--- config.mk ---
export PLATFORM = sky130hd
export DESIGN_NAME = ctrl_regs_flat
export DESIGN_NICKNAME = d
export VERILOG_FILES = /design/src/rtl/soc_pkg.sv /design/src/rtl/periph_if.sv /design/src/rtl/ctrl_regs.sv /design/src/flat_wrapper.sv
export VERILOG_INCLUDE_DIRS = /design/src /design/src/include
export SDC_FILE = /design/constraint.sdc
export NUM_CORES = 1
export LEC_CHECK = 0
export ABC_AREA = 1
export BUFFER_PORTS_ARGS = -buffer_cell sky130_fd_sc_hd__buf_2
export CAP_MARGIN = 30
export CORE_MARGIN = 2
export CORE_UTILIZATION = 52
export DETAILED_ROUTE_END_ITERATION = 10
export HOLD_SLACK_MARGIN = 0.03
export PLACE_DENSITY_LB_ADDON = 0.1
export SLEW_MARGIN = 20
export SYNTH_ARGS = -nofsm -noshare
export SYNTH_HDL_FRONTEND = slang
export SYNTH_SLANG_ARGS = --single-unit
--- constraint.sdc ---
create_clock -name clk_i -period 2.7 [get_ports clk_i]
set_clock_uncertainty 0.05 [all_clocks]
set_input_delay 0.54 -clock clk_i [delete_from_list [all_inputs] [get_ports clk_i]]
set_output_delay 0.54 -clock clk_i [all_outputs]
set_load 0.05 [all_outputs]
--- src/include/soc_macros.svh ---
`ifndef SOC_MACROS_SVH
`define SOC_MACROS_SVH

// Bus widths
`define SOC_DATA_W 32
`define SOC_ADDR_W 32
`define SOC_BE_W   4

// Region codes, address bits 31:28
`define SOC_REGION_L2   4'h8
`define SOC_REGION_UART 4'hC
`define SOC_REGION_CTRL 4'hD

`define SOC_L2_WORDS 256

`define SOC_DRAM_BASE 32'h8000_0000
`define SOC_DRAM_LEN  32'h4000_0000

// Control register word indices
`define SOC_CTRL_EXIT      3'd0
`define SOC_CTRL_CNT_EN    3'd1
`define SOC_CTRL_DRAM_BASE 3'd2
`define SOC_CTRL_DRAM_LEN  3'd3

`endif

--- src/rtl/soc_pkg.sv ---
`include "soc_macros.svh"

package soc_pkg;

  // Region code on top, offset inside the region below
  typedef struct packed {
    logic [3:0]             region;
    logic [`SOC_ADDR_W-5:0] offset;
  } soc_addr_fields_t;

  // Full address or region/offset view of the same word
  typedef union packed {
    logic [`SOC_ADDR_W-1:0] raw;
    soc_addr_fields_t       fields;
  } soc_addr_u;

endpackage

--- src/rtl/periph_if.sv ---
`timescale 1ns/1ps
`include "soc_macros.svh"

interface periph_if;
  import soc_pkg::*;

  logic                   req;
  logic                   we;
  soc_addr_u              addr;
  logic [`SOC_DATA_W-1:0] wdata;
  logic [`SOC_BE_W-1:0]   be;
  logic                   ack;
  logic [`SOC_DATA_W-1:0] rdata;
  logic                   err;

  modport requester (
    output req, we, addr, wdata, be,
    input  ack, rdata, err
  );

  modport target (
    input  req, we, addr, wdata, be,
    output ack, rdata, err
  );

endinterface

--- src/rtl/ctrl_regs.sv ---
`timescale 1ns/1ps
`include "soc_macros.svh"

module ctrl_regs (
  input  logic                   clk_i,
  input  logic                   rst_i,
  periph_if.target               bus_i,
  output logic [`SOC_DATA_W-1:0] exit_o,
  output logic [`SOC_DATA_W-1:0] hw_cnt_en_o
);

  logic [2:0]             reg_idx;
  logic                   start;
  logic                   ack_q;
  logic [`SOC_DATA_W-1:0] exit_q;
  logic [`SOC_DATA_W-1:0] cnt_en_q;
  logic [`SOC_DATA_W-1:0] rd_val;
  logic [`SOC_DATA_W-1:0] rdata_q;

  assign reg_idx = bus_i.addr.fields.offset[4:2];
  assign start   = bus_i.req && !ack_q;

  always_comb begin
    case (reg_idx)
      `SOC_CTRL_EXIT:      rd_val = exit_q;
      `SOC_CTRL_CNT_EN:    rd_val = cnt_en_q;
      `SOC_CTRL_DRAM_BASE: rd_val = `SOC_DRAM_BASE;
      `SOC_CTRL_DRAM_LEN:  rd_val = `SOC_DRAM_LEN;
      default:             rd_val = '0;
    endcase
  end

  always_ff @(posedge clk_i) begin
    if (rst_i) begin
      ack_q    <= 1'b0;
      exit_q   <= '0;
      cnt_en_q <= '0;
    end else begin
      if (start) begin
        ack_q <= 1'b1;
        if (bus_i.we) begin
          for (int b = 0; b < `SOC_BE_W; b++) begin
            if (bus_i.be[b] && reg_idx == `SOC_CTRL_EXIT) begin
              exit_q[8*b +: 8] <= bus_i.wdata[8*b +: 8];
            end
            if (bus_i.be[b] && reg_idx == `SOC_CTRL_CNT_EN) begin
              cnt_en_q[8*b +: 8] <= bus_i.wdata[8*b +: 8];
            end
          end
        end
      end else if (!bus_i.req) begin
        ack_q <= 1'b0;
      end
    end
  end

  // Writes answer with zero
  always_ff @(posedge clk_i) begin
    if (start) begin
      rdata_q <= bus_i.we ? '0 : rd_val;
    end
  end

  assign exit_o      = exit_q;
  assign hw_cnt_en_o = cnt_en_q;

  assign bus_i.ack   = ack_q;
  assign bus_i.rdata = rdata_q;
  assign bus_i.err   = 1'b0;

endmodule

--- src/flat_wrapper.sv ---
// flat-port wrapper written by rule: the top's interface ports become plain ports
module ctrl_regs_flat 
  (clk_i, rst_i, exit_o, hw_cnt_en_o, bus_i_req, bus_i_we, bus_i_addr, bus_i_wdata, bus_i_be, bus_i_ack, bus_i_rdata, bus_i_err);
  periph_if bus_i_i ();
  input  logic clk_i;
  input  logic rst_i;
  output logic [`SOC_DATA_W-1:0] exit_o;
  output logic [`SOC_DATA_W-1:0] hw_cnt_en_o;
  input wire logic [$bits(bus_i_i.req)-1:0] bus_i_req;
  input wire logic [$bits(bus_i_i.we)-1:0] bus_i_we;
  input wire logic [$bits(bus_i_i.addr)-1:0] bus_i_addr;
  input wire logic [$bits(bus_i_i.wdata)-1:0] bus_i_wdata;
  input wire logic [$bits(bus_i_i.be)-1:0] bus_i_be;
  output wire logic [$bits(bus_i_i.ack)-1:0] bus_i_ack;
  output wire logic [$bits(bus_i_i.rdata)-1:0] bus_i_rdata;
  output wire logic [$bits(bus_i_i.err)-1:0] bus_i_err;
  assign bus_i_i.req = bus_i_req;
  assign bus_i_i.we = bus_i_we;
  assign bus_i_i.addr = bus_i_addr;
  assign bus_i_i.wdata = bus_i_wdata;
  assign bus_i_i.be = bus_i_be;
  assign bus_i_ack = bus_i_i.ack;
  assign bus_i_rdata = bus_i_i.rdata;
  assign bus_i_err = bus_i_i.err;
  ctrl_regs u_core (.clk_i(clk_i), .rst_i(rst_i), .bus_i(bus_i_i), .exit_o(exit_o), .hw_cnt_en_o(hw_cnt_en_o));
endmodule
* After elaboration in Yosys (flattened, before gate mapping) *
Index checks and enable logic that the tools add are counted.

word-level totals
  flip-flop bits (word level) = 97
  logic and storage cells = 36
  bits of input ports = 72
  output and inout bits = 98

operators by class
  reductions and logical operators = 19
  equality and inequality tests = 4
  multiplexer cells = 3

operators with widths
  operator            count
  $pmux 32 s4         1
  $reduce_and 3->1    8
  $logic_and 1x1->1   9
  $eq 3x2->1 const B  2
  $eq 3x1->1 const B  1
  $logic_not 3->1     1
  $mux 1              2
  $ne 2x1->1 const B  1
  $logic_not 1->1     1

* Longest topological paths before layout *
  depth in word-level cells = 3
  depth in mapped cells = 7
  mapped depth without buffers = 6

* Worst setup path before layout *
Ideal clock, no wire load.

  path kind = flip-flop to flip-flop
  start = register u_core.ack_q, in the netlist u_core.bus_i.ack
  end = register u_core.exit_q[0], in the netlist u_core.exit_o[0]
  path buffers = 0
  stages on the path, launching flop included = 6
  path slack = 0.806 ns
  arrival = 1.780 ns
  data required time = 2.586 ns
  clock period less this slack = 1.894 ns
  cells stage by stage = dfxtp_1 > nor2_4 > nand2_1 > nor2_4 > nor2_1 > nor2_1

between the ends
  word-level cells in the longest chain between the ends = 3

ends and longest elaborated chain
  what                           line             source
  start, declared                ctrl_regs.sv:14  logic ack_q;
  start signal, assigned         ctrl_regs.sv:35  ack_q <= 1'b0;
  start signal, assigned         ctrl_regs.sv:40  ack_q <= 1'b1;
  start signal, assigned         ctrl_regs.sv:52  ack_q <= 1'b0;
  $logic_not 1->1                ctrl_regs.sv:21  assign start = bus_i.req && !ack_q;
  $logic_and 1x1->1              ctrl_regs.sv:21
  via u_core.start               ctrl_regs.sv:13  logic start;
  $reduce_and 3->1 (no line)     -
  end signal, assigned by index  ctrl_regs.sv:44  exit_q[8*b +: 8] <= bus_i.wdata[8*b +: 8];
  end, declared                  ctrl_regs.sv:15  logic [`SOC_DATA_W-1:0] exit_q;

The timed path passes the listed nets, and every way through them passes these cells.
A chain may end at the register's enable or synchronous reset.

* Worst setup path in the final report *
  start = input port bus_i_we
  end = register u_core.cnt_en_q[1], in the netlist u_core.hw_cnt_en_o[1]

between the ends
  word-level cells in the longest chain between the ends = 1

ends and longest elaborated chain
  what                           line                source
  start, declared                flat_wrapper.sv:10  input wire logic [$bits(bus_i_i.we)-1:0] bus_i_we;
  $reduce_and 3->1 (no line)     -
  end signal, assigned by index  ctrl_regs.sv:47     cnt_en_q[8*b +: 8] <= bus_i.wdata[8*b +: 8];
  end, declared                  ctrl_regs.sv:16     logic [`SOC_DATA_W-1:0] cnt_en_q;

Every way passes these cells.

==> out/results.ini <==
[run_status]
status=finished, final reports clean

[power]
p_switching_w=0.000764
vdd_drop_max_v=0.000275
p_per_area_nw_per_um2=527
p_int_w=0.00195
p_comb_share_pct=12.7
seqPwrFrac_pct=57.0
power_leakage_nw=2.37
power_frac_clock_pct=30.3
swShare_pct=28.2

[critical_path]
cp_max_fo=22
worstPathArrival_ps=1960
critPathRequiredTime_ps=2900
path_class=in2reg
cp-start-kind=input pin
end_kind=flop

[timing]
rsz0062_at_grt=false
fin_crit_ps=1760
fmax_ghz=0.568
setup_tns_ps=0
drv_slew=0
relSlewSlack_pct=55.5
setup_viol=0
max_slew.worst_pin.slew_ps=668
hold_viol=0
period_share_pct=65.2

[yosys]
syn_nets=623
synth-seq-cells=97
synth_top_area_cell=dfxtp_1
netlist-cell-type-count=20
ys_seq_area_share_pct=52.6
syn_area_um2=4300
synth_warnings=0
syn_area_per_cell_um2=7.80
ys_top_cells_by_area=dfxtp_1, edfxtp_1, nand2_1
synth_top_area_share_pct=30.3
synthCells=551

[route]
drt-total-wl_um=10500
drcViolationCount=0
antenna_left=0
first_pass_iters=4
vias=3903
drt-initial-drc-count=136
via_per_inst=4.95
wire_per_inst_um=13.3

[clocking]
cts_tree=built
cts.sinks=97
cts.root.buffer_cell=clkbuf_8
cts-hold-fix-buffers=0
cts_buffer_depth=2
clk_pin_slew_ps=80
postCtsSetupBuffers=0
cts_buffers=9
cts_resized=0
clkLatencyLatePin_ps=350
cts_max_level=3

[placement]
hpwlAfterDp_um=6890
globalplace.congestion=0.772
placed_area_um2=4990
port_buffers=139

[final_layout]
register_area_um2=2260
final_cell_mix=buf_2, nand2_1, nor2_1
n_fill_cell=740
layout.nets=750
multi_input_comb_area_um2=1680
final_common_cell=buf_2
stdcell_area_um2=5150
syn2layout_area_growth_pct=19.8
antenna_cells=0
drive_gt1_share_pct=26.2

[global_routing]
grt-ovfl-total=0
grt_util_all_layers_pct=23.3
grt_pass1_vias=3460
grt_start_max_net_pins=64
grt_first_pass_wirelength_um=16100
antenna_found_initial=0

[flow_run]
max-cap-violations=0

[worst_hold_path]
hold_class=in2reg

[die]
die_w_um=94.9
num_rows=33
initial_core_util_pct=52.9
core_area_um2=8130
die_y_um=94.9
io_pins=170
die-area_um2=9010

==> power by group through the flow <==
stage | Sequential [W] | Clock (W) | Combinational, W
6_report | 0.00155 | 0.000822 | 0.000344
5_1_grt | 0.00155 | 0.000888 | 0.000372
4_1_cts | 0.00155 | 0.000838 | 0.000347
3_5_place_dp | 0.00158 | 0 | 0.000346
3_3_place_gp | 0.00158 | 0 | 0.000342
2_1_floorplan | 0.00169 | 0 | 0.000145
==> metal layers <==
| layer | share of wire (%) | track usage (%) | up-vias |
|---|---|---|---|
| li1 | - | - | 1978 |
| met1 | 43 | 28.6 | 1802 |
| met2 | 50 | 39.8 | 115 |
| met3 | 5.8 | 5.75 | 8 |
| met4 | 0.71 | 8.45 | 0 |
| met5 | 0 | 0 | - |
==> final timing paths <==
kind                                                      from  cells after the start  slack, ps                            endpoint
worst min-delay path                                     rst_i                      2        320       u_core.bus_i.ack$_SDFFE_PP0P_
worst max register to register   u_core.bus_i.ack$_SDFFE_PP0P_                      5       1210      u_core.exit_o[26]$_SDFFE_PP0P_
worst max-delay path                                  bus_i_we                      6        940  u_core.hw_cnt_en_o[1]$_SDFFE_PP0P_
worst min register to register  u_core.exit_o[14]$_SDFFE_PP0P_                      2        450      u_core.exit_o[14]$_SDFFE_PP0P_
==> worst max-delay path, cell delays in order <==
cell and delay [ps]:
buf_2 400, nand2_1 160, nor2_2 540, nand3_1 160, nand2_1 100, nor2_1 50
==> cells by family after synthesis <==
logic type      synth area share (%)
simple gates                    35.1
flops                           52.6
other cells                   0.0872
buf+inv                         8.27
compound gates                  3.96
==> state kept, by name, summed over array words and instances, names as in the netlist <==
signal              count
u_core.hw_cnt_en_o     32
u_core.bus_i.rdata     32
u_core.exit_o          32
u_core.bus_i.ack        1
==> synthesized netlist by cell type <==
cell and instances:
a21oi_1 32, buf_1 6, buf_2 4, buf_4 8, buf_6 6, clkbuf_1 3
conb_1 1, dfxtp_1 65, edfxtp_1 32, inv_1 40, inv_2 3, inv_4 2
nand2_1 136, nand2_4 3, nand3_1 64, nor2_1 129, nor2_2 1, nor2_4 13
o21ai_0 2, or2_2 1
==> through the flow <==
stage          hold WS [ps]  worst slack [ps]  power [W]  utilization (%)  cells
6_report                319               941    0.00271             63.3    788
5_1_grt                 310               806    0.00281             63.3    788
4_1_cts                 297               957    0.00273             63.3    788
3_5_place_dp            437               571    0.00193             61.3    772
3_3_place_gp            437               631    0.00192             61.3    772
2_1_floorplan           562               806    0.00184                -    551
==> final cells by class <==
class	count	share of cell area [%]
clock buffer	11	2.55
clock inverter	5	0.632
inverter	45	3.38
multi-input combinational	382	32.6
sequential	97	43.9
tap	105	2.55
timing repair buffer	143	14.3
No activity file was read; power rests on OpenSTA's default activity.
