## src/include/soc_macros.svh

```systemverilog
`ifndef SOC_MACROS_SVH
`define SOC_MACROS_SVH

// Bus widths
`define SOC_DATA_W 32
`define SOC_ADDR_W 32
`define SOC_BE_W   4

// Region codes, address bits 31:28
`define SOC_REGION_L2   4'h8
`define SOC_REGION_UART 4'hC
`define SOC_REGION_CTRL 4'hD

`define SOC_L2_WORDS 256

`define SOC_DRAM_BASE 32'h8000_0000
`define SOC_DRAM_LEN  32'h4000_0000

// Control register word indices
`define SOC_CTRL_EXIT      3'd0
`define SOC_CTRL_CNT_EN    3'd1
`define SOC_CTRL_DRAM_BASE 3'd2
`define SOC_CTRL_DRAM_LEN  3'd3

`endif

```

## src/rtl/soc_pkg.sv

```systemverilog
`include "soc_macros.svh"

package soc_pkg;

  // Region code on top, offset inside the region below
  typedef struct packed {
    logic [3:0]             region;
    logic [`SOC_ADDR_W-5:0] offset;
  } soc_addr_fields_t;

  // Full address or region/offset view of the same word
  typedef union packed {
    logic [`SOC_ADDR_W-1:0] raw;
    soc_addr_fields_t       fields;
  } soc_addr_u;

endpackage

```

## src/rtl/periph_if.sv

```systemverilog
`timescale 1ns/1ps
`include "soc_macros.svh"

interface periph_if;
  import soc_pkg::*;

  logic                   req;
  logic                   we;
  soc_addr_u              addr;
  logic [`SOC_DATA_W-1:0] wdata;
  logic [`SOC_BE_W-1:0]   be;
  logic                   ack;
  logic [`SOC_DATA_W-1:0] rdata;
  logic                   err;

  modport requester (
    output req, we, addr, wdata, be,
    input  ack, rdata, err
  );

  modport target (
    input  req, we, addr, wdata, be,
    output ack, rdata, err
  );

endinterface

```

## src/rtl/uart_apb_bridge.sv

```systemverilog
`timescale 1ns/1ps
`include "soc_macros.svh"

module uart_apb_bridge (
  input  logic                   clk_i,
  input  logic                   rst_i,
  periph_if.target               bus_i,
  output logic                   psel_o,
  output logic                   penable_o,
  output logic                   pwrite_o,
  output logic [`SOC_ADDR_W-1:0] paddr_o,
  output logic [`SOC_DATA_W-1:0] pwdata_o,
  input  logic [`SOC_DATA_W-1:0] prdata_i,
  input  logic                   pready_i,
  input  logic                   pslverr_i
);

  typedef enum logic [1:0] {ST_IDLE, ST_SETUP, ST_ACCESS, ST_RESP} state_e;

  state_e                 state_q;
  logic [`SOC_DATA_W-1:0] rdata_q;
  logic                   err_q;

  always_ff @(posedge clk_i) begin
    if (rst_i) begin
      state_q <= ST_IDLE;
    end else begin
      case (state_q)
        ST_IDLE: begin
          if (bus_i.req) begin
            state_q <= ST_SETUP;
          end
        end
        ST_SETUP: state_q <= ST_ACCESS;
        ST_ACCESS: begin
          // Completer may stretch this phase
          if (pready_i) begin
            state_q <= ST_RESP;
          end
        end
        default: begin
          if (!bus_i.req) begin
            state_q <= ST_IDLE;
          end
        end
      endcase
    end
  end

  // Response sampled at the completing access cycle
  always_ff @(posedge clk_i) begin
    if (state_q == ST_ACCESS && pready_i) begin
      rdata_q <= bus_i.we ? '0 : prdata_i;
      err_q   <= pslverr_i;
    end
  end

  assign psel_o    = (state_q == ST_SETUP) || (state_q == ST_ACCESS);
  assign penable_o = (state_q == ST_ACCESS);
  assign pwrite_o  = bus_i.we;
  assign paddr_o   = bus_i.addr.raw;
  assign pwdata_o  = bus_i.wdata;

  assign bus_i.ack   = (state_q == ST_RESP);
  assign bus_i.rdata = rdata_q;
  assign bus_i.err   = err_q;

endmodule

```

## src/flat_wrapper.sv

```systemverilog
// flat-port wrapper written by rule: the top's interface ports become plain ports
module uart_apb_bridge_flat 
  (clk_i, rst_i, psel_o, penable_o, pwrite_o, paddr_o, pwdata_o, prdata_i, pready_i, pslverr_i, bus_i_req, bus_i_we, bus_i_addr, bus_i_wdata, bus_i_be, bus_i_ack, bus_i_rdata, bus_i_err);
  periph_if bus_i_i ();
  input  logic clk_i;
  input  logic rst_i;
  output logic psel_o;
  output logic penable_o;
  output logic pwrite_o;
  output logic [`SOC_ADDR_W-1:0] paddr_o;
  output logic [`SOC_DATA_W-1:0] pwdata_o;
  input  logic [`SOC_DATA_W-1:0] prdata_i;
  input  logic pready_i;
  input  logic pslverr_i;
  input wire logic [$bits(bus_i_i.req)-1:0] bus_i_req;
  input wire logic [$bits(bus_i_i.we)-1:0] bus_i_we;
  input wire logic [$bits(bus_i_i.addr)-1:0] bus_i_addr;
  input wire logic [$bits(bus_i_i.wdata)-1:0] bus_i_wdata;
  input wire logic [$bits(bus_i_i.be)-1:0] bus_i_be;
  output wire logic [$bits(bus_i_i.ack)-1:0] bus_i_ack;
  output wire logic [$bits(bus_i_i.rdata)-1:0] bus_i_rdata;
  output wire logic [$bits(bus_i_i.err)-1:0] bus_i_err;
  assign bus_i_i.req = bus_i_req;
  assign bus_i_i.we = bus_i_we;
  assign bus_i_i.addr = bus_i_addr;
  assign bus_i_i.wdata = bus_i_wdata;
  assign bus_i_i.be = bus_i_be;
  assign bus_i_ack = bus_i_i.ack;
  assign bus_i_rdata = bus_i_i.rdata;
  assign bus_i_err = bus_i_i.err;
  uart_apb_bridge u_core (.clk_i(clk_i), .rst_i(rst_i), .bus_i(bus_i_i), .psel_o(psel_o), .penable_o(penable_o), .pwrite_o(pwrite_o), .paddr_o(paddr_o), .pwdata_o(pwdata_o), .prdata_i(prdata_i), .pready_i(pready_i), .pslverr_i(pslverr_i));
endmodule
```

## config.mk

```make
export PLATFORM = sky130hd
export DESIGN_NAME = uart_apb_bridge_flat
export DESIGN_NICKNAME = d
export VERILOG_FILES = /design/src/rtl/soc_pkg.sv /design/src/rtl/periph_if.sv /design/src/rtl/uart_apb_bridge.sv /design/src/flat_wrapper.sv
export VERILOG_INCLUDE_DIRS = /design/src /design/src/include
export SDC_FILE = /design/constraint.sdc
export NUM_CORES = 1
export LEC_CHECK = 0
export ABC_AREA = 1
export BUFFER_PORTS_ARGS = -buffer_cell sky130_fd_sc_hd__buf_2
export CAP_MARGIN = 20
export CORE_MARGIN = 3
export CORE_UTILIZATION = 32
export DETAILED_ROUTE_END_ITERATION = 16
export GPL_TIMING_DRIVEN = 1
export PLACE_DENSITY = 0.81
export SLEW_MARGIN = 20
export SYNTH_ARGS = -nofsm -noshare
export SYNTH_HDL_FRONTEND = slang
export SYNTH_SLANG_ARGS = --single-unit
```

## constraint.sdc

```tcl
create_clock -name clk_i -period 1.81 [get_ports clk_i]
set_clock_uncertainty 0.15 [all_clocks]
set_input_delay 0 -clock clk_i [delete_from_list [all_inputs] [get_ports clk_i]]
set_output_delay 0 -clock clk_i [all_outputs]
set_load 0.1 [all_outputs]
```

# After elaboration in Yosys (flattened, before gate mapping)
# Index checks and enable logic that the tools add are counted.
# Widths: inputs -> output; s select.
dict set report word_totals {
  regBits 35
  input_bits 106
  output_inout_bits 101
}
dict set report classes {
  eq_ne 6
  n_mux 4
  n_reduce_logical 4
}
# cell count
set ops {}
lappend ops {{$mux 2} 3}
lappend ops {{$pmux 2 s3} 1}
lappend ops {{$eq 2x2->1 const B} 2}
lappend ops {{$ne 4x2->1 const B} 1}
lappend ops {{$reduce_and 3->1} 1}
lappend ops {{$eq 2x1->1 const B} 1}
lappend ops {{$logic_not 2->1} 1}
lappend ops {{$ne 2x1->1 const B} 1}
lappend ops {{$ne 2x2->1 const B} 1}
lappend ops {{$logic_and 1x1->1} 1}
lappend ops {{$logic_or 1x1->1} 1}

# Depth between registers and ports, before layout
dict set report depth {
  word_depth 3
  ltp_mapped 9
  depth_no_buf 9
}

# Worst setup path before layout
# Ideal clock, no wire load.
dict set report synth_path {
  kind {register to register}
  startpoint {register u_core.state_q[0]}
  endpoint {register u_core.state_q[1]}
  arrival_ns 1.806
  slack_ns -0.259
  stages_incl_launch_ff 10
  path_buffers 0
  synth_period_minus_slack_ns 2.069
  cell_sequence {dfxtp_1 -> inv_1 -> ha_1 -> clkinv_1 -> nand2_2 -> nor2_2 -> nor2_2 -> nand2_1 -> nand2_1 -> nor2_1}
}
dict set report synth_between {
  elab_chain_cells 3
  word_cells_on_any_way 8
}
# element line
set synth_rtl {}
lappend synth_rtl {{start: declaration} uart_apb_bridge.sv:20} ;# state_e state_q;
lappend synth_rtl {{start signal: assignment} uart_apb_bridge.sv:26} ;# state_q <= ST_IDLE;
lappend synth_rtl {{start signal: assignment} uart_apb_bridge.sv:31} ;# state_q <= ST_SETUP;
lappend synth_rtl {{start signal: assignment} uart_apb_bridge.sv:34} ;# ST_SETUP: state_q <= ST_ACCESS;
lappend synth_rtl {{$eq 2x2->1 *} n/a}
lappend synth_rtl {{via penable_o} flat_wrapper.sv:8} ;# output logic penable_o;
lappend synth_rtl {{$ne 4x2->1 (no line) / $ne 2x1->1 (equally long branches)} n/a}
lappend synth_rtl {{$reduce_and 3->1 (no line)} n/a}
# Mark *: on every way through the listed nets, which the timed path passes. The rest lies on a longest branch.
# A chain may end at the register's enable or synchronous reset.

# Worst setup path in the final report
dict set report layout_path {
  startpoint {register u_core.state_q[0]}
  endpoint {register u_core.rdata_q[11] (netlist: u_core.bus_i.rdata[11]), enable pin}
}
dict set report layout_between {
  elab_chain_cells 2
}
# element line
set layout_rtl {}
lappend layout_rtl {{$eq 2x2->1} uart_apb_bridge.sv:52} ;# if (state_q == ST_ACCESS && pready_i) begin
lappend layout_rtl {{$logic_and 1x1->1} uart_apb_bridge.sv:52}
lappend layout_rtl {{end signal: assignment} uart_apb_bridge.sv:53} ;# rdata_q <= bus_i.we ? '0 : prdata_i;
lappend layout_rtl {{end: declaration} uart_apb_bridge.sv:21} ;# logic [`SOC_DATA_W-1:0] rdata_q;
# No other way between the ends.

==> impl_results.md <==
- Status: finished clean
- Post-route cell area: 3020 sq um
- Setup bufs post-CTS: 0
- Cell family with most CP delay: buffers and inverters
- Initial antenna violation count: 0
- Post-Syn Nets: 312
- DP HPWL: 3.91 mm
- Sequential power share: 0.288
- N_diodes: 0
- Clk sinks: 35
- Slowest-stage cell, CP: buf_4
- DRC violations left: 0
- Mean Syn Cell Area: 9.79 sq um
- Clock period minus worst slack: 1650 ps
- # fillers: 490
- Slew Viols, Final: 0
- FF+latch area: 1030 sq um
- Initial core utilization: 0.345
- DRT Pass-1 Iters: 5
- Reg2reg setup slack: 160 ps
- Lkg Pwr: 1.43 nW
- WP buf/inv: 3
- Dpl ws: 162 ps
- Nets@finish: 426
- Synthesized netlist cell count: 201
- Worst EP required: 1590 ps
- Post-cts resize count: 0
- Clk network pwr share: 0.140
- GPL Wtd Cong: 0.730
- HP Class: input port to flop
- Die area: 7120 sq um
- R2R depth: 5
- Detail Route Antenna Nets: 0
- Warnings from Yosys: 0
- Remaining Overflow, GRT: 0
- Setup TNS: 0 ps
- Min-Delay Endpoint: u_core.state_q[1]
- Die H: 84.4 um
- Clock latency on the worst-skew pair: 280 ps
- Slew margin rel.: 0.315
- PwrDens: 1240 nW/um^2
- Crit-path max cell delay: 350 ps
- CTS clk-pin slew, worst paths: 70 ps
- Worst hold start: pready_i
- Fin crit share: 0.911
- Hold Buf Count CTS: 99
- Final std cells w/o fill: 388
- Area of placed instances: 1950 sq um
- Final setup violation count: 0
- Area occupied by multi-input gates: 274 sq um
- R2R Path Start: u_core.state_q[0]
- Total Routed Length: 6.04 mm
- I/O Buffers: 74
- Layout area overhead: 53.6%
- Dpl cells: 281
- Sw frac: 0.554
- Synth Cell Area: 1970 sq um
- Comb pwr share: 0.573
- Die Wd: 84.4 um
- Worst R2R End: u_core.bus_i.rdata[11]
- Fraction of layout instances using a drive strength above 1: 0.288
- Final hold violation count: 0
- Via count: 1,601
- Max Fclk: 606 MHz
- Largest net degree at the start of global routing: 34
- Vias per cell: 4.13
- Sequence of cells on the critical path: inv_1, ha_1, nand2_1, clkinvlp_4, buf_4
- P_int: 1.67 mW
- CTS tree: built
- Io pins: 207
- Root Buffer: clkbuf_8
- First-pass GRT wire length: 9.02 mm
- Maximum vdd drop: 0.703 mV
- Wirelength per Cell: 15.6 um
- Sequential-to-total area share from yosys stat: 0.524
- Yosys reg bits: 35
- Drt initial violations: 33
- Max Fanout on Critical Path: 33
- Critical Path Source Type: flop
- Hold slack: 63.7 ps
- Cts bufs inserted: 5
- Final worst slack: 160 ps
- Worst slew pin tran: 1020 ps
- Crit path kind: flop to flop
- CP Capture Type: flop
- Clock Tree Buf Depth: 2
- Core area: 5710 sq um
- Total track usage: 0.161
- FP Rows: 27
- Psw: 2.08 mW
- CTS H-Tree Depth: 2
- Vias in the first global route: 1,779
- RSZ-0062 raised after global routing: false
- Hold Path Cell Cnt: 7
- Synth cell types: 13
- Critical path arrival: 1430 ps
- Max Cap Viol: 0
[placed cells by master (no fill, tap or decap)]
cell and instances:
a21oi_2 1, buf_2 74, buf_4 2, clkbuf_8 5, clkinv_1 3, clkinvlp_4 2, dfxtp_1 2, dlygate4sd3_1 99
edfxtp_1 33, ha_1 4, ha_2 1, inv_1 41, nand2_1 7, nand2_2 4, nand3_1 1, nor2_1 35
nor2_2 2
[how the worst max path moves through the flow]
stage | slack, ps | start | to | cells after the start
finish | 160 | u_core.state_q[0] | u_core.bus_i.rdata[11] | 5
global route | 50 | u_core.state_q[0] | u_core.bus_i.rdata[23] | 5
CTS | 150 | u_core.state_q[1] | psel_o | 3
detailed placement | 160 | u_core.state_q[0] | u_core.bus_i.rdata[6] | 5
global placement | 200 | u_core.state_q[0] | u_core.bus_i.rdata[2] | 5
floorplan | 30 | u_core.state_q[1] | u_core.state_q[1] | 6
[logic make-up after synthesis]
kind of cell | count (synthesis) | synth area share
buffers and inverters | 111 | 0.338
and+or+nand+nor | 49 | 0.102
DFF | 35 | 0.524
adders and majority gates | 5 | 0.0318
AOI/OAI and AO/OA | 1 | 0.00445
[registers in the layout, summed over array words and instances, names as in the netlist]
signal / flops
u_core.state_q: 2
u_core.bus_i.err: 1
u_core.bus_i.rdata: 32
[metal layers]
| metal | up-vias | GRT usage | routed length [um] |
|---|---|---|---|
| met5 | - | 0 | 0 |
| met1 | 715 | 0.136 | 1740 |
| met3 | 15 | 0.0520 | 594 |
| met4 | 0 | 0.0647 | 170 |
| li1 | 757 | - | - |
| met2 | 114 | 0.334 | 3530 |
[tightest hold or removal path: stages]
cell and delay (ps):
buf_2 100, inv_1 60, nand2_2 50, nand2_2 80, nor2_2 50, nor2_1 70, nor2_1 50
[through the flow]
step | utilization | power, mW
floorplan | - | 2.97
finish | 0.529 | 3.74
global placement | 0.341 | 2.48
CTS | 0.529 | 3.77
detailed placement | 0.341 | 2.50
global route | 0.529 | 3.91
[power groups by stage]
stage / registers, mW / logic (mW) / clock network, mW
5_1_grt: 1.09 / 2.25 / 0.578
2_1_floorplan: 1.65 / 1.33 / 0
6_report: 1.08 / 2.14 / 0.523
4_1_cts: 1.08 / 2.15 / 0.546
3_3_place_gp: 1.09 / 1.39 / 0
3_5_place_dp: 1.09 / 1.41 / 0
[synth_stat cells (all sizes together)]
master | count | area share
nand3 | 1 | 0.0025
inv | 42 | 0.080
nor2 | 37 | 0.073
a21oi | 1 | 0.0045
clkinv | 1 | 0.0019
nand2 | 11 | 0.026
dfxtp | 2 | 0.020
edfxtp | 33 | 0.50
buf | 68 | 0.26
ha | 5 | 0.032
[cell type report]
| type | instances | area share |
|---|---|---|
| timing repair buffer | 175 | 0.456 |
| sequential | 35 | 0.341 |
| multi-input combinational | 55 | 0.0907 |
| clock inverter | 3 | 0.00497 |
| inverter | 43 | 0.0547 |
| tap | 72 | 0.0298 |
| clock buffer | 5 | 0.0228 |
(Power assumes the default switching activity.)
