<file path="config.mk">
export PLATFORM = sky130hd
export DESIGN_NAME = soc_addr_decoder_flat
export DESIGN_NICKNAME = d
export VERILOG_FILES = /design/src/rtl/soc_pkg.sv /design/src/rtl/periph_if.sv /design/src/rtl/soc_addr_decoder.sv /design/src/flat_wrapper.sv
export VERILOG_INCLUDE_DIRS = /design/src /design/src/include
export SDC_FILE = /design/constraint.sdc
export NUM_CORES = 1
export LEC_CHECK = 0
export BUFFER_PORTS_ARGS = -buffer_cell sky130_fd_sc_hd__buf_4
export CAP_MARGIN = 20
export CORE_AREA = 2 2 161 163
export CTS_CLUSTER_SIZE = 40
export DETAILED_ROUTE_END_ITERATION = 16
export DIE_AREA = 0 0 163 165
export REMOVE_ABC_BUFFERS = 1
export SLEW_MARGIN = 0
export SYNTH_ARGS = -nofsm -noshare
export SYNTH_HDL_FRONTEND = slang
export SYNTH_SLANG_ARGS = --single-unit
</file>
<file path="constraint.sdc">
create_clock -name clk_i -period 4.2 [get_ports clk_i]
set_input_delay 0 -clock clk_i [delete_from_list [all_inputs] [get_ports clk_i]]
set_output_delay 0 -clock clk_i [all_outputs]
set_load 0.01 [all_outputs]
</file>
<file path="src/include/soc_macros.svh">
`ifndef SOC_MACROS_SVH
`define SOC_MACROS_SVH

// Bus widths
`define SOC_DATA_W 32
`define SOC_ADDR_W 32
`define SOC_BE_W   4

// Region codes, address bits 31:28
`define SOC_REGION_L2   4'h8
`define SOC_REGION_UART 4'hC
`define SOC_REGION_CTRL 4'hD

`define SOC_L2_WORDS 256

`define SOC_DRAM_BASE 32'h8000_0000
`define SOC_DRAM_LEN  32'h4000_0000

// Control register word indices
`define SOC_CTRL_EXIT      3'd0
`define SOC_CTRL_CNT_EN    3'd1
`define SOC_CTRL_DRAM_BASE 3'd2
`define SOC_CTRL_DRAM_LEN  3'd3

`endif

</file>
<file path="src/rtl/soc_pkg.sv">
`include "soc_macros.svh"

package soc_pkg;

  // Region code on top, offset inside the region below
  typedef struct packed {
    logic [3:0]             region;
    logic [`SOC_ADDR_W-5:0] offset;
  } soc_addr_fields_t;

  // Full address or region/offset view of the same word
  typedef union packed {
    logic [`SOC_ADDR_W-1:0] raw;
    soc_addr_fields_t       fields;
  } soc_addr_u;

endpackage

</file>
<file path="src/rtl/periph_if.sv">
`timescale 1ns/1ps
`include "soc_macros.svh"

interface periph_if;
  import soc_pkg::*;

  logic                   req;
  logic                   we;
  soc_addr_u              addr;
  logic [`SOC_DATA_W-1:0] wdata;
  logic [`SOC_BE_W-1:0]   be;
  logic                   ack;
  logic [`SOC_DATA_W-1:0] rdata;
  logic                   err;

  modport requester (
    output req, we, addr, wdata, be,
    input  ack, rdata, err
  );

  modport target (
    input  req, we, addr, wdata, be,
    output ack, rdata, err
  );

endinterface

</file>
<file path="src/rtl/soc_addr_decoder.sv">
`timescale 1ns/1ps
`include "soc_macros.svh"

module soc_addr_decoder (
  input  logic                   clk_i,
  input  logic                   rst_i,
  input  logic                   host_req_i,
  input  logic                   host_we_i,
  input  soc_pkg::soc_addr_u     host_addr_i,
  input  logic [`SOC_DATA_W-1:0] host_wdata_i,
  input  logic [`SOC_BE_W-1:0]   host_be_i,
  output logic                   host_ack_o,
  output logic                   host_err_o,
  output logic [`SOC_DATA_W-1:0] host_rdata_o,
  periph_if.requester            l2_o,
  periph_if.requester            uart_o,
  periph_if.requester            ctrl_o
);
  import soc_pkg::*;

  typedef enum logic [1:0] {ST_IDLE, ST_FWD, ST_DRAIN, ST_ERR} state_e;
  typedef enum logic [1:0] {SEL_L2, SEL_UART, SEL_CTRL, SEL_NONE} sel_e;

  state_e                 state_q;
  sel_e                   sel_q;
  sel_e                   sel_d;
  logic                   we_q;
  soc_addr_u              addr_q;
  logic [`SOC_DATA_W-1:0] wdata_q;
  logic [`SOC_BE_W-1:0]   be_q;
  logic                   ack_q;
  logic                   err_q;
  logic [`SOC_DATA_W-1:0] rdata_q;
  logic                   tgt_ack;
  logic                   tgt_err;
  logic [`SOC_DATA_W-1:0] tgt_rdata;

  //////////////////////////////////////////////////
  // Region decode and target mux
  //////////////////////////////////////////////////

  always_comb begin
    case (host_addr_i.fields.region)
      `SOC_REGION_L2:   sel_d = SEL_L2;
      `SOC_REGION_UART: sel_d = SEL_UART;
      `SOC_REGION_CTRL: sel_d = SEL_CTRL;
      default:          sel_d = SEL_NONE;
    endcase
  end

  always_comb begin
    case (sel_q)
      SEL_L2: begin
        tgt_ack   = l2_o.ack;
        tgt_err   = l2_o.err;
        tgt_rdata = l2_o.rdata;
      end
      SEL_UART: begin
        tgt_ack   = uart_o.ack;
        tgt_err   = uart_o.err;
        tgt_rdata = uart_o.rdata;
      end
      SEL_CTRL: begin
        tgt_ack   = ctrl_o.ack;
        tgt_err   = ctrl_o.err;
        tgt_rdata = ctrl_o.rdata;
      end
      default: begin
        tgt_ack   = 1'b0;
        tgt_err   = 1'b1;
        tgt_rdata = '0;
      end
    endcase
  end

  //////////////////////////////////////////////////
  // Host handshake FSM
  //////////////////////////////////////////////////

  always_ff @(posedge clk_i) begin
    if (rst_i) begin
      state_q <= ST_IDLE;
      sel_q   <= SEL_NONE;
      ack_q   <= 1'b0;
      err_q   <= 1'b0;
    end else begin
      case (state_q)
        ST_IDLE: begin
          if (host_req_i) begin
            sel_q   <= sel_d;
            state_q <= (sel_d == SEL_NONE) ? ST_ERR : ST_FWD;
          end
        end
        ST_FWD: begin
          if (tgt_ack) begin
            ack_q   <= 1'b1;
            err_q   <= tgt_err;
            state_q <= ST_DRAIN;
          end
        end
        ST_ERR: begin
          ack_q   <= 1'b1;
          err_q   <= 1'b1;
          state_q <= ST_DRAIN;
        end
        default: begin
          // Link req is already low here, close both sides together
          if (!tgt_ack && !host_req_i) begin
            ack_q   <= 1'b0;
            state_q <= ST_IDLE;
          end
        end
      endcase
    end
  end

  // Host fields and response data
  always_ff @(posedge clk_i) begin
    if (state_q == ST_IDLE && host_req_i) begin
      we_q    <= host_we_i;
      addr_q  <= host_addr_i;
      wdata_q <= host_wdata_i;
      be_q    <= host_be_i;
    end
    if (state_q == ST_FWD && tgt_ack) begin
      rdata_q <= tgt_rdata;
    end else if (state_q == ST_ERR) begin
      rdata_q <= '0;
    end
  end

  assign host_ack_o   = ack_q;
  assign host_err_o   = err_q;
  assign host_rdata_o = rdata_q;

  // Fields go to every link, req to the selected one only
  assign l2_o.req   = (state_q == ST_FWD) && (sel_q == SEL_L2);
  assign l2_o.we    = we_q;
  assign l2_o.addr  = addr_q;
  assign l2_o.wdata = wdata_q;
  assign l2_o.be    = be_q;

  assign uart_o.req   = (state_q == ST_FWD) && (sel_q == SEL_UART);
  assign uart_o.we    = we_q;
  assign uart_o.addr  = addr_q;
  assign uart_o.wdata = wdata_q;
  assign uart_o.be    = be_q;

  assign ctrl_o.req   = (state_q == ST_FWD) && (sel_q == SEL_CTRL);
  assign ctrl_o.we    = we_q;
  assign ctrl_o.addr  = addr_q;
  assign ctrl_o.wdata = wdata_q;
  assign ctrl_o.be    = be_q;

endmodule

</file>
<file path="src/flat_wrapper.sv">
// flat-port wrapper written by rule: the top's interface ports become plain ports
module soc_addr_decoder_flat import soc_pkg::*;
  (clk_i, rst_i, host_req_i, host_we_i, host_addr_i, host_wdata_i, host_be_i, host_ack_o, host_err_o, host_rdata_o, l2_o_req, l2_o_we, l2_o_addr, l2_o_wdata, l2_o_be, l2_o_ack, l2_o_rdata, l2_o_err, uart_o_req, uart_o_we, uart_o_addr, uart_o_wdata, uart_o_be, uart_o_ack, uart_o_rdata, uart_o_err, ctrl_o_req, ctrl_o_we, ctrl_o_addr, ctrl_o_wdata, ctrl_o_be, ctrl_o_ack, ctrl_o_rdata, ctrl_o_err);
  periph_if l2_o_i ();
  periph_if uart_o_i ();
  periph_if ctrl_o_i ();
  input  logic clk_i;
  input  logic rst_i;
  input  logic host_req_i;
  input  logic host_we_i;
  input  soc_pkg::soc_addr_u host_addr_i;
  input  logic [`SOC_DATA_W-1:0] host_wdata_i;
  input  logic [`SOC_BE_W-1:0] host_be_i;
  output logic host_ack_o;
  output logic host_err_o;
  output logic [`SOC_DATA_W-1:0] host_rdata_o;
  output wire logic [$bits(l2_o_i.req)-1:0] l2_o_req;
  output wire logic [$bits(l2_o_i.we)-1:0] l2_o_we;
  output wire logic [$bits(l2_o_i.addr)-1:0] l2_o_addr;
  output wire logic [$bits(l2_o_i.wdata)-1:0] l2_o_wdata;
  output wire logic [$bits(l2_o_i.be)-1:0] l2_o_be;
  input wire logic [$bits(l2_o_i.ack)-1:0] l2_o_ack;
  input wire logic [$bits(l2_o_i.rdata)-1:0] l2_o_rdata;
  input wire logic [$bits(l2_o_i.err)-1:0] l2_o_err;
  output wire logic [$bits(uart_o_i.req)-1:0] uart_o_req;
  output wire logic [$bits(uart_o_i.we)-1:0] uart_o_we;
  output wire logic [$bits(uart_o_i.addr)-1:0] uart_o_addr;
  output wire logic [$bits(uart_o_i.wdata)-1:0] uart_o_wdata;
  output wire logic [$bits(uart_o_i.be)-1:0] uart_o_be;
  input wire logic [$bits(uart_o_i.ack)-1:0] uart_o_ack;
  input wire logic [$bits(uart_o_i.rdata)-1:0] uart_o_rdata;
  input wire logic [$bits(uart_o_i.err)-1:0] uart_o_err;
  output wire logic [$bits(ctrl_o_i.req)-1:0] ctrl_o_req;
  output wire logic [$bits(ctrl_o_i.we)-1:0] ctrl_o_we;
  output wire logic [$bits(ctrl_o_i.addr)-1:0] ctrl_o_addr;
  output wire logic [$bits(ctrl_o_i.wdata)-1:0] ctrl_o_wdata;
  output wire logic [$bits(ctrl_o_i.be)-1:0] ctrl_o_be;
  input wire logic [$bits(ctrl_o_i.ack)-1:0] ctrl_o_ack;
  input wire logic [$bits(ctrl_o_i.rdata)-1:0] ctrl_o_rdata;
  input wire logic [$bits(ctrl_o_i.err)-1:0] ctrl_o_err;
  assign l2_o_req = l2_o_i.req;
  assign l2_o_we = l2_o_i.we;
  assign l2_o_addr = l2_o_i.addr;
  assign l2_o_wdata = l2_o_i.wdata;
  assign l2_o_be = l2_o_i.be;
  assign l2_o_i.ack = l2_o_ack;
  assign l2_o_i.rdata = l2_o_rdata;
  assign l2_o_i.err = l2_o_err;
  assign uart_o_req = uart_o_i.req;
  assign uart_o_we = uart_o_i.we;
  assign uart_o_addr = uart_o_i.addr;
  assign uart_o_wdata = uart_o_i.wdata;
  assign uart_o_be = uart_o_i.be;
  assign uart_o_i.ack = uart_o_ack;
  assign uart_o_i.rdata = uart_o_rdata;
  assign uart_o_i.err = uart_o_err;
  assign ctrl_o_req = ctrl_o_i.req;
  assign ctrl_o_we = ctrl_o_i.we;
  assign ctrl_o_addr = ctrl_o_i.addr;
  assign ctrl_o_wdata = ctrl_o_i.wdata;
  assign ctrl_o_be = ctrl_o_i.be;
  assign ctrl_o_i.ack = ctrl_o_ack;
  assign ctrl_o_i.rdata = ctrl_o_rdata;
  assign ctrl_o_i.err = ctrl_o_err;
  soc_addr_decoder u_core (.clk_i(clk_i), .rst_i(rst_i), .host_req_i(host_req_i), .host_we_i(host_we_i), .host_addr_i(host_addr_i), .host_wdata_i(host_wdata_i), .host_be_i(host_be_i), .host_ack_o(host_ack_o), .host_err_o(host_err_o), .host_rdata_o(host_rdata_o), .l2_o(l2_o_i), .uart_o(uart_o_i), .ctrl_o(ctrl_o_i));
endmodule
</file>
Yosys cells after proc, flatten, opt, wreduce, memory -nomap -nowiden. Index checks and enable logic that the tools add are counted.

Equality and inequality tests: 10. Muxes and demuxes: 16. Bitwise gates (word level): 1. Reduce and logical (&&, ||, !) cells: 18.

Operators with widths (number): 32-bit case mux with 3 select lines (1); 32-bit two-way mux (2); 4-bit equality test (second input constant) (3); 2-bit case mux with 3 select lines (2); 1-bit case mux with 3 select lines (3); 2-bit two-way mux (4); 2-bit equality test (second input constant) (3); 1-bit logical AND (6); 3-bit AND reduction (2); 2-bit by 1-bit equality test with 1-bit output (second input constant) (2); 2-bit zero test (2); 2-bit AND reduction (2); 2-bit nonzero test (2); 4-bit nonzero test (1); 1-bit two-way mux (3); 3-bit nonzero test (1); 1-bit zero test (2); 2-bit by 1-bit != test with 1-bit output (second input constant) (1); 2-bit != test (second input constant) (1); 1-bit case mux with 2 select lines (1); 1-bit inverter (1).

Bits in registers: 107. Input port bits: 174. Output and inout bits: 244.

Longest topological paths before layout. Gate-level depths: netlist of run 1.

Word-level depth: 6. Mapped depth: 7. Mapped depth without buffers: 5.

Worst setup path after synthesis of run 1. Ideal clock, no wire load.

Path kind: reg2reg. Start point: reg u_core.state_q[0]. End point: reg u_core.addr_q (netlist bit u_core.ctrl_o.addr[0]), enable pin. Arrival: 1.953 ns. Required time: 3.776 ns. Setup slack: 1.822 ns. Stages on the path, launching flop included: 4. Buffers on the path: 0. Period minus slack after synthesis: 2.378 ns. Cells stage by stage: dfxtp_1 nor2b_1 nand2b_1 inv_1.

Longest elaborated chain between the ends: 2.

Ends and longest elaborated chain: from (decl) (RTL line soc_addr_decoder.sv:24) `state_e state_q;`; from (signal assigned) (RTL line soc_addr_decoder.sv:91) `state_q <= (sel_d == SEL_NONE) ? ST_ERR : ST_FWD;`; 2-bit zero test (RTL line soc_addr_decoder.sv:119) `if (state_q == ST_IDLE && host_req_i) begin`; 1-bit logical AND (RTL line soc_addr_decoder.sv:119); to (signal assigned) (RTL line soc_addr_decoder.sv:121) `addr_q <= host_addr_i;`; to (decl) (RTL line soc_addr_decoder.sv:28) `soc_addr_u addr_q;`.

No other way between the ends. A chain may end at the register's enable or synchronous reset.

Worst setup path after layout of run 1.
Start point: reg u_core.sel_q[1]. End point: reg u_core.err_q (netlist: u_core.host_err_o).

Longest elaborated chain between the ends: 4.

Ends and longest elaborated chain: from (decl) (RTL line soc_addr_decoder.sv:25) `sel_e sel_q;`; from (signal assigned) (RTL line soc_addr_decoder.sv:90) `sel_q <= sel_d;`; 2-bit equality test, or another cell as far along (RTL line soc_addr_decoder.sv:52) `case (sel_q)`; 1-bit case mux with 3 select lines (RTL line soc_addr_decoder.sv:52); 1-bit two-way mux / 2-bit by 1-bit != test with 1-bit output (equally long branches); 1-bit case mux with 2 select lines / 2-bit AND reduction (equally long branches); to (signal assigned) (RTL line soc_addr_decoder.sv:97) `err_q <= tgt_err;`; to (decl) (RTL line soc_addr_decoder.sv:32) `logic err_q;`.

Parallel ways exist; a longest one is shown, timed or not. The select of a mux whose other input is x is not followed.

==> qor.yml, run 1 <==
run_status:
  status: "complete, no violations"
sta:
  slew_violations: 0
  timing.final.crit_share_pct: 52.5
  final_hold_viol_count: 0
  relSlewSlack_pct: 44.5
  skew_ns: 0.00496
  max_slew.worst_pin.slew_ns: 0.832
  tns_ns: 0
  rsz0062_at_grt: "no"
  finalSetupViolations: 0
  layout_setup_ws_ns: 2.00
  max_freq_ghz: 0.454
  min_period_ns: 2.20
layout:
  final_cells: 1143
  diodes: 0
  final_nets: 982
  drive_above_1_share_pct: 54.9
  fin_util_pct: 36.1
  area_growth_pct: 71.6
drt:
  via_per_inst: 3.90
  vias: 4452
  wl_per_cell_microns: 17.1
  drt_iter0_drc: 257
  dr.pass1.iters: 4
  drtAntennaViolNets: 0
  drc: 0
  drt_wl_total_microns: 19600
grt:
  antenna_found_initial: 0
  grt_use_total_pct: 13.2
  grt_max_degree: 43
  grt_overflow: 0
  grt_pass1_wl_microns: 26100
  grt_pass1_vias: 4300
critical_path:
  cp-startpoint: "u_core.sel_q[1]"
  crit_arrival_ns: 2.47
  path_max_fanout: 41
  crit_path_start_kind: "flop"
  criticalPathCategory: "reg -> reg"
  r2r-start: "u_core.sel_q[1]"
  end_kind: "flop"
  cp.required_ns: 4.47
run:
  maxCapViolations: 0
clock_tree:
  cts.sinks: 107
  clk_path_buf_depth: 2
  root_buffer: "clkbuf_16"
  ctsHoldBuffers: 103
  clock_latency_ns: 0.35
  postCtsSetupBuffers: 0
  cts.clk_slew.worst_paths_ns: 0.08
  cts_tree: "done"
  cts_resized: 0
  htreeDepth: 3
  cts_inserted_buffers: 9
synth:
  synthArstFlopShare_pct: 0
  synth_area_sq_mm: 0.00527
  synth_edf_count: 101
  ys_seq_area_share_pct: 59.8
  syn_area_per_cell_sq_um: 12.4
  ys_warn_count: 0
  synth_cell_types: 28
  yosys_most_used_dff: "edfxtp_1"
  synthCells: 426
  postSynthRegisterBits: 107
hold_path:
  hp-class: "in -> reg"
  min_from: "ctrl_o_err"
place:
  dp_slack_ns: 1.93
  dp_cells: 1024
  port-buffer-count: 417
  place.gp.congestion: 0.826
  hpwlAfterDp_microns: 15300
floorplan:
  rows: 58
  die_h_microns: 165
  core_sq_mm: 0.0250
  io_pins: 418
  start_util_pct: 21.1
  dieArea_sq_mm: 0.0269
  fp.dieW_microns: 163
power:
  vdd_drop_max_uv: 215
  p_leak_nw: 4.04
  cellPowerDensity_mw_per_mm2: 310
[worst max-delay path, stage by stage, from the launching register on]
cell and delay (ns):
dfxtp_2 0.87, nor2_1 0.18, a221oi_4 0.31, buf_4 0.43, nor2_1 0.08, a311oi_1 0.24
[cells in the mapped netlist, drive strengths merged, types with 2 or more instances]
cell type / number / area (sq um)
o21bai: 2 / 15.0
edfxtp: 101 / 3030
nand2b: 5 / 33.8
nor2: 70 / 263
dfxtp: 6 / 120
nor2b: 5 / 31.3
a21oi: 32 / 160
buf: 153 / 1130
nor3: 4 / 20.0
a221oi: 2 / 35.0
inv: 3 / 11.3
mux2i: 34 / 357
[cell families (layout without fill, tap and decap cells)]
group                  count (synthesis)  after routing  synth area share [%]
buffers and inverters                156            543                  21.6
AND/OR/NAND/NOR                       88             88                  7.17
multiplexers                          35             35                  6.98
AO/OA/AOI/OAI                         40             40                  4.51
flip-flops                           107            107                  59.8
[per-layer routing]
metal / GRT usage, % / share of wire, %
met1: 15.3 / 38
met2: 23.3 / 51
met3: 4.32 / 9.1
met4: 3.70 / 1.4
met5: 0 / 0
[through the flow]
stage / cell area, sq um / power (mW) / hold slack [ns]
floorplan: 4150 / 1.48 / 0.0716
global placement: 7730 / 1.90 / 0.178
detailed placement: 7730 / 1.91 / 0.179
CTS: 9050 / 2.84 / 0.0586
global route: 9050 / 2.92 / 0.0667
finish: 9050 / 2.80 / 0.0782
[final timing paths]
| kind | slack (ns) | cells past startpoint | end |
|---|---|---|---|
| hold / removal | 0.08 | 3 | u_core.host_err_o |
| setup / recovery | 2.00 | 5 | u_core.host_err_o |
| setup reg to reg | 2.00 | 5 | u_core.host_err_o |
| hold reg to reg | 0.53 | 2 | u_core.host_err_o |
[area by class of cell]
type,instances,area (sq um)
clock buffer,9,225
clock inverter,7,66.3
fill,2432,16000
inverter,3,11.3
multi-input combinational,163,986
sequential,107,3160
tap,330,413
timing repair buffer,524,4190
[cells in the final DEF, fill, tap and decap left out, types with 2 or more instances in the layout]
master         count
nor2b_1            4
buf_4            421
dfxtp_1            4
inv_8              4
a21oi_1           32
dfxtp_2            2
o21bai_1           2
edfxtp_1         101
dlygate4sd3_1    103
nor3_1             4
nand2b_1           4
nor2_1            70
inv_1              2
mux2i_1           32
clkbuf_16          9
[flip-flops by register name (all words and copies together) (netlist names)]
name	cells
u_core.ctrl_o.addr	32
u_core.ctrl_o.be	4
u_core.ctrl_o.wdata	32
u_core.ctrl_o.we	1
u_core.host_ack_o	1
u_core.host_err_o	1
u_core.host_rdata_o	32
u_core.sel_q	2
u_core.state_q	2
[power breakdown]
| part | leakage [nW] | switching (mW) | total, mW | internal (mW) |
|---|---|---|---|---|
| registers | 0.963 | 0.0791 | 1.33 | 1.25 |
| logic | 2.93 | 0.257 | 0.630 | 0.373 |
| clock network | 0.145 | 0.423 | 0.845 | 0.421 |
| total | 4.04 | 0.760 | 2.80 | 2.04 |
Power figures use the tool's default switching activity.
==> inputs of run 2 (changes only) <==
Settings changed: ABC_AREA from default to 1, CORE_AREA 2 2 161 163 to 2 2 162 164, DIE_AREA 0 0 163 165 to 0 0 164 166.
Clock period 4.2 ns to 2.2 ns, I/O delays scaled along.
==> qor.yml, run 2 <==
place:
  dp_cells: 1053  # +2.8%
  port-buffer-count: 417  # unchanged
  place.gp.congestion: 0.856  # +3.6%
  hpwlAfterDp_microns: 15500  # +1.1%
grt:
  grt_overflow: 0  # unchanged
  grt_pass1_wl_microns: 27200  # +4.0%
  grt_pass1_vias: 4438  # +3.2%
  grt_max_degree: 34  # -21%
  top_usage_layer: "met2"
  grt_use_met3_pct: 4.70  # +0.38 points
  grtUsageMet2_pct: 23.3  # +0.023 points
  grt_use_total_pct: 13.6  # +0.41 points
  use_met1_pct: 15.7  # +0.42 points
  antenna_found_initial: 0  # unchanged
clock_tree:
  cts.sinks: 107  # unchanged
  htreeDepth: 3  # unchanged
  cts_tree: "done"
  clock_latency_ns: 0.35  # about the same
  root_buffer: "clkbuf_16"
  cts.clk_slew.worst_paths_ns: 0.08  # about the same
  postCtsSetupBuffers: 0  # unchanged
  clk_path_buf_depth: 2  # unchanged
  cts_inserted_buffers: 9  # unchanged
critical_path:
  worst_path_dominant_cell_family: "buffers and inverters"
  crit_arrival_ns: 2.17  # -0.30 ns
  worstPathCellList: "inv_1 -> nand3_1 -> nand3_2 -> nand2_8 -> a31oi_1 -> dlygate4sd3_1"
  path_max_fanout: 33  # -20%
  cp.buffers_inverters: 2  # +1
  crit_path_start_kind: "flop"
  criticalPathCategory: "reg -> reg"
  slowest_stage: "dlygate4sd3_1"
  cpPeakStageDelay_ns: 0.55  # -0.32 ns
  end_kind: "flop"
  cp.required_ns: 2.30  # -2.17 ns
drt:
  drc: 0  # unchanged
  dr.pass1.iters: 5  # +1
  vias: 4529  # +1.7%
  via_per_inst: 3.89  # -0.19%
  drt_wl_total_microns: 19900  # +1.6%
  drtAntennaViolNets: 0  # unchanged
  drt_iter0_drc: 287  # +12%
  wl_per_cell_microns: 17.1  # -0.33%
sta:
  slew_violations: 0  # unchanged
  skew_ns: 0.00944  # +0.00449 ns
  min_period_ns: 2.07  # -0.136 ns
  timing.hold.ws_ns: 0.0151  # -0.0631 ns
  relSlewSlack_pct: 68.7  # +24 points
  timing.final.crit_share_pct: 94.0  # +42 points
  tns_ns: 0  # unchanged
  finalSetupViolations: 0  # unchanged
  max_freq_ghz: 0.483  # +6.6%
  final_hold_viol_count: 0  # unchanged
  max_slew.worst_pin.slew_ns: 0.468  # -0.364 ns
synth:
  synthArstFlopShare_pct: 0  # unchanged
  synth_most_common_cell: "buf_4"
  synth_top_area_share_pct: 59.2  # +1.7 points
  yosys_most_used_dff: "edfxtp_1"
  syn_area_per_cell_sq_um: 11.5  # -7.1%
  postSynthRegisterBits: 107  # unchanged
  ys_warn_count: 0  # unchanged
  ys_seq_area_share_pct: 61.6  # +1.8 points
  synth_cell_types: 23  # -18%
  synthCells: 445  # +4.5%
  synth_area_sq_mm: 0.00512  # -2.9%
  synth_edf_count: 101  # unchanged
  synth_common_cells: "buf_4, nand2_1, edfxtp_1"
  yosysTopAreaCell: "edfxtp_1"
  synth_top_cells_by_area: "edfxtp_1, buf_4, nand2_1"
floorplan:
  dieArea_sq_mm: 0.0272  # +1.2%
  io_pins: 418  # unchanged
  core_sq_mm: 0.0256  # +2.3%
  start_util_pct: 20.0  # -1.1 points
  rows: 59  # +1.7%
  die_h_microns: 166  # +0.61%
  fp.dieW_microns: 164  # +0.61%
power:
  p_total_mw: 5.68  # +100%
  vdd_drop_max_uv: 311  # +45%
  p_leak_nw: 3.79  # -6.3%
  cellPowerDensity_mw_per_mm2: 640  # +110%
layout:
  area_growth_pct: 73.3
  nFillCells: 2522  # +3.7%
  drive_above_1_share_pct: 53.9  # -1.0 points
  final_nets: 999  # +1.7%
  final_cells: 1165  # +1.9%
  fin_util_pct: 34.6  # -1.5 points
  final_common_cell: "buf_4"
  final_cell_mix: "buf_4, nand2_1, edfxtp_1"
  diodes: 0  # unchanged
run:
  maxCapViolations: 0  # unchanged
run_status:
  status: "complete, no violations"
hold_path:
  hp-class: "in -> reg"
[run 2: kinds of logic after synthesis]
family | after synthesis | share of synthesized area, %
simple gates | 131 | 10.4
buf+inv | 164 | 22.8
flops | 107 | 61.6
compound gates | 43 | 5.16
[run 2: worst paths after layout]
kind | from | to | slack, ns | cells past startpoint
setup / recovery | u_core.sel_q[1] | u_core.host_rdata_o[22] | 0.13 | 6
hold reg to reg | u_core.host_ack_o | u_core.host_ack_o | 0.50 | 2
setup reg to reg | u_core.sel_q[1] | u_core.host_rdata_o[22] | 0.13 | 6
hold / removal | l2_o_rdata[10] | u_core.host_rdata_o[10] | 0.02 | 3
[run 2: area by class of cell]
type | count | area (sq um) | share of cell area (%)
Multi-Input combinational cell | 174 | 806 | 9.08
Inverter | 13 | 51.3 | 0.578
Clock buffer | 10 | 229 | 2.58
Tap cell | 335 | 419 | 4.72
Clock inverter | 6 | 58.8 | 0.663
Timing Repair Buffer | 520 | 4160 | 46.8
Sequential cell | 107 | 3150 | 35.5
[run 2: worst reg2reg max path, stage by stage, from the launching register on]
cell,delay [ns]
dfxtp_1,0.54
inv_1,0.10
nand3_1,0.12
nand3_2,0.18
nand2_8,0.24
a31oi_1,0.09
dlygate4sd3_1,0.55
[run 2: per-stage QoR]
step	setup slack [ns]	area [sq um]
floorplan	-0.220	4000
global placement	0.481	7610
detailed placement	0.442	7610
CTS	0.0584	8860
global route	-0.0160	8870
finish	0.132	8870
[run 2: timing repair]
item / CTS / global route
endpoints found under the setup margin: 0 / 2
endpoints found under the hold margin: 95 / 0
hold buffers: 96 / 0
gates resized for setup: 0 / 3
[run 2: power by group]
group          internal (mW)  switching (mW)
clock                  0.792           0.786
sequential              2.45           0.193
combinational          0.805           0.660
[run 2: per-layer routing]
| layer | routed length [microns] | share of wire (%) |
|---|---|---|
| met4 | 407 | 2.0 |
| met3 | 1960 | 9.9 |
| met2 | 9740 | 49 |
| met1 | 7760 | 39 |
| met5 | 0 | 0 |
==> inputs of run 3 (changes only) <==
--- a/config.mk
+++ b/config.mk
@@ -16,3 +16,3 @@
 export REMOVE_ABC_BUFFERS = 1
-export SLEW_MARGIN = 0
+export SLEW_MARGIN = 20
 export SYNTH_ARGS = -nofsm -noshare
==> constraint.sdc (replaced) <==
create_clock -name clk_i -period 2.2 [get_ports clk_i]
set_input_delay 0.66 -clock clk_i [delete_from_list [all_inputs] [get_ports clk_i]]
set_output_delay 0.66 -clock clk_i [all_outputs]
set_load 0.01 [all_outputs]
==> qor.yml, run 3 (synthesized netlist as in run 2, its figures left out) <==
critical_path:
  cp.required_ns: 1.54  # -0.76 ns
  criticalPathCategory: "reg -> out"
  path_max_fanout: 4  # -88%
  crit_path_start_kind: "flop"
  cpPeakStageDelay_ns: 0.38  # -0.17 ns
  worstPathCellList: "inv_1 -> nor2_2 -> inv_1 -> nor3_1 -> buf_4"
  rr_worst_depth: 5  # -1
  end_kind: "output pin"
  crit_arrival_ns: 1.41  # -0.76 ns
  critical_path.most_common_cell: "inv_1"
  slowest_stage: "dfxtp_1"
clock_tree:
  htreeDepth: 3  # unchanged
  clk_path_buf_depth: 2  # unchanged
  cts_inserted_buffers: 9  # unchanged
  ctsHoldBuffers: 0  # -100%
  root_buffer: "clkbuf_16"
  cts_tree: "done"
  clock_latency_ns: 0.35  # about the same
  cts.sinks: 107  # unchanged
  cts.clk_slew.worst_paths_ns: 0.08  # about the same
drt:
  drt_iter0_drc: 222  # -23%
  wl_per_cell_microns: 17.6  # +3.0%
  via_per_inst: 3.89  # about the same
  vias: 4159  # -8.2%
  dr.pass1.iters: 4  # -1
  drtAntennaViolNets: 0  # unchanged
  drt_wl_total_microns: 18800  # -5.4%
  drc: 0  # unchanged
layout:
  final_cells: 1070  # -8.2%
  fin_util_pct: 30.9  # -3.7 points
  final_common_cell: "buf_4"
  final_cell_mix: "buf_4, nand2_1, edfxtp_1"
  area_growth_pct: 54.6
  drive_above_1_share_pct: 61.2  # +7.4 points
  final_nets: 905  # -9.4%
  diodes: 0  # unchanged
sta:
  final_hold_viol_count: 0  # unchanged
  rsz0062_at_grt: "no"
  max_freq_ghz: 0.483  # about the same
  finalSetupViolations: 0  # unchanged
  timing.final.crit_share_pct: 94.1  # about the same
  skew_ns: 0.00687  # -0.00257 ns
  min_period_ns: 2.07  # +0.000762 ns
  tns_ns: 0  # unchanged
  relSlewSlack_pct: 59.7  # -9.0 points
  timing.hold.ws_ns: 0.477  # +0.462 ns
  slew_violations: 0  # unchanged
  max_slew.worst_pin.slew_ns: 0.605  # +0.137 ns
grt:
  grt_pass1_wl_microns: 25900  # -4.6%
  grt_max_degree: 34  # unchanged
  grt_use_total_pct: 13.0  # -0.60 points
  grt_pass1_vias: 4045  # -8.9%
  grt_overflow: 0  # unchanged
  antenna_found_initial: 0  # unchanged
hold_path:
  min_path_cells: 1  # -2
  hp-class: "in -> reg"
floorplan:
  io_pins: 418  # unchanged
  dieArea_sq_mm: 0.0272  # unchanged
  start_util_pct: 20.0  # unchanged
  die_h_microns: 166  # unchanged
  core_sq_mm: 0.0256  # unchanged
  rows: 59  # unchanged
  fp.dieW_microns: 164  # unchanged
power:
  vdd_drop_max_uv: 318  # +2.4%
  p_leak_nw: 3.41  # -10%
  cellPowerDensity_mw_per_mm2: 700  # +9.4%
place:
  dp_cells: 1055  # +0.19%
  place.gp.congestion: 0.874  # +2.0%
  hpwlAfterDp_microns: 15500  # +0.41%
  port-buffer-count: 417  # unchanged
run:
  maxCapViolations: 0  # unchanged
run_status:
  status: "complete, no violations"
[run 3: power breakdown]
group,internal [mW],total (mW),leakage (nW),switching (mW)
sequential,2.45,2.64,0.966,0.193
clock,0.790,1.59,0.140,0.802
combinational,0.697,1.31,2.30,0.617
total,3.93,5.55,3.41,1.61
[run 3: final timing paths]
kind / slack, ns / endpoint / from
max: 0.13 / l2_o_req / u_core.state_q[0]
min: 0.48 / u_core.ctrl_o.addr[1] / host_addr_i[1]
max reg2reg: 0.41 / u_core.host_rdata_o[9] / u_core.sel_q[1]
min reg2reg: 0.48 / u_core.host_ack_o / u_core.host_ack_o
[run 3: per-stage QoR]
step | power [mW] | area [sq um] | setup WS, ns
global placement | 4.01 | 7630 | 0.283
detailed placement | 4.02 | 7630 | 0.268
CTS | 5.65 | 7910 | 0.0101
global route | 5.79 | 7920 | 0.0216
floorplan | 3.00 | 4000 | -0.421
finish | 5.55 | 7920 | 0.131
[run 3: cell type report]
cell class / instances / area, sq um
sequential: 107 / 3150
clock buffer: 9 / 225
inverter: 13 / 48.8
clock inverter: 6 / 60.1
tap: 335 / 419
fill: 2700 / 17700
timing repair buffer: 426 / 3210
multi-input combinational: 174 / 800
[run 3: routing by layer]
| layer | global-route usage, % | up-vias | share of wire [%] |
|---|---|---|---|
| met5 | 0 | - | 0 |
| met3 | 4.80 | 13 | 10 |
| met4 | 3.62 | 0 | 1.3 |
| met2 | 22.1 | 231 | 49 |
| met1 | 15.3 | 1977 | 39 |
| li1 | - | 1938 | - |
[run 3: critical path, delay by kind of cell, from the launching register on]
family | cells | cell delay, ns
flops | 1 | 0.38
buf+inv | 3 | 0.34
simple gates | 2 | 0.34
[run 3: what timing repair did]
item,in CTS,in global routing
setup endpoints to repair,0,2
buffers inserted,0,0
resized for setup,0,1
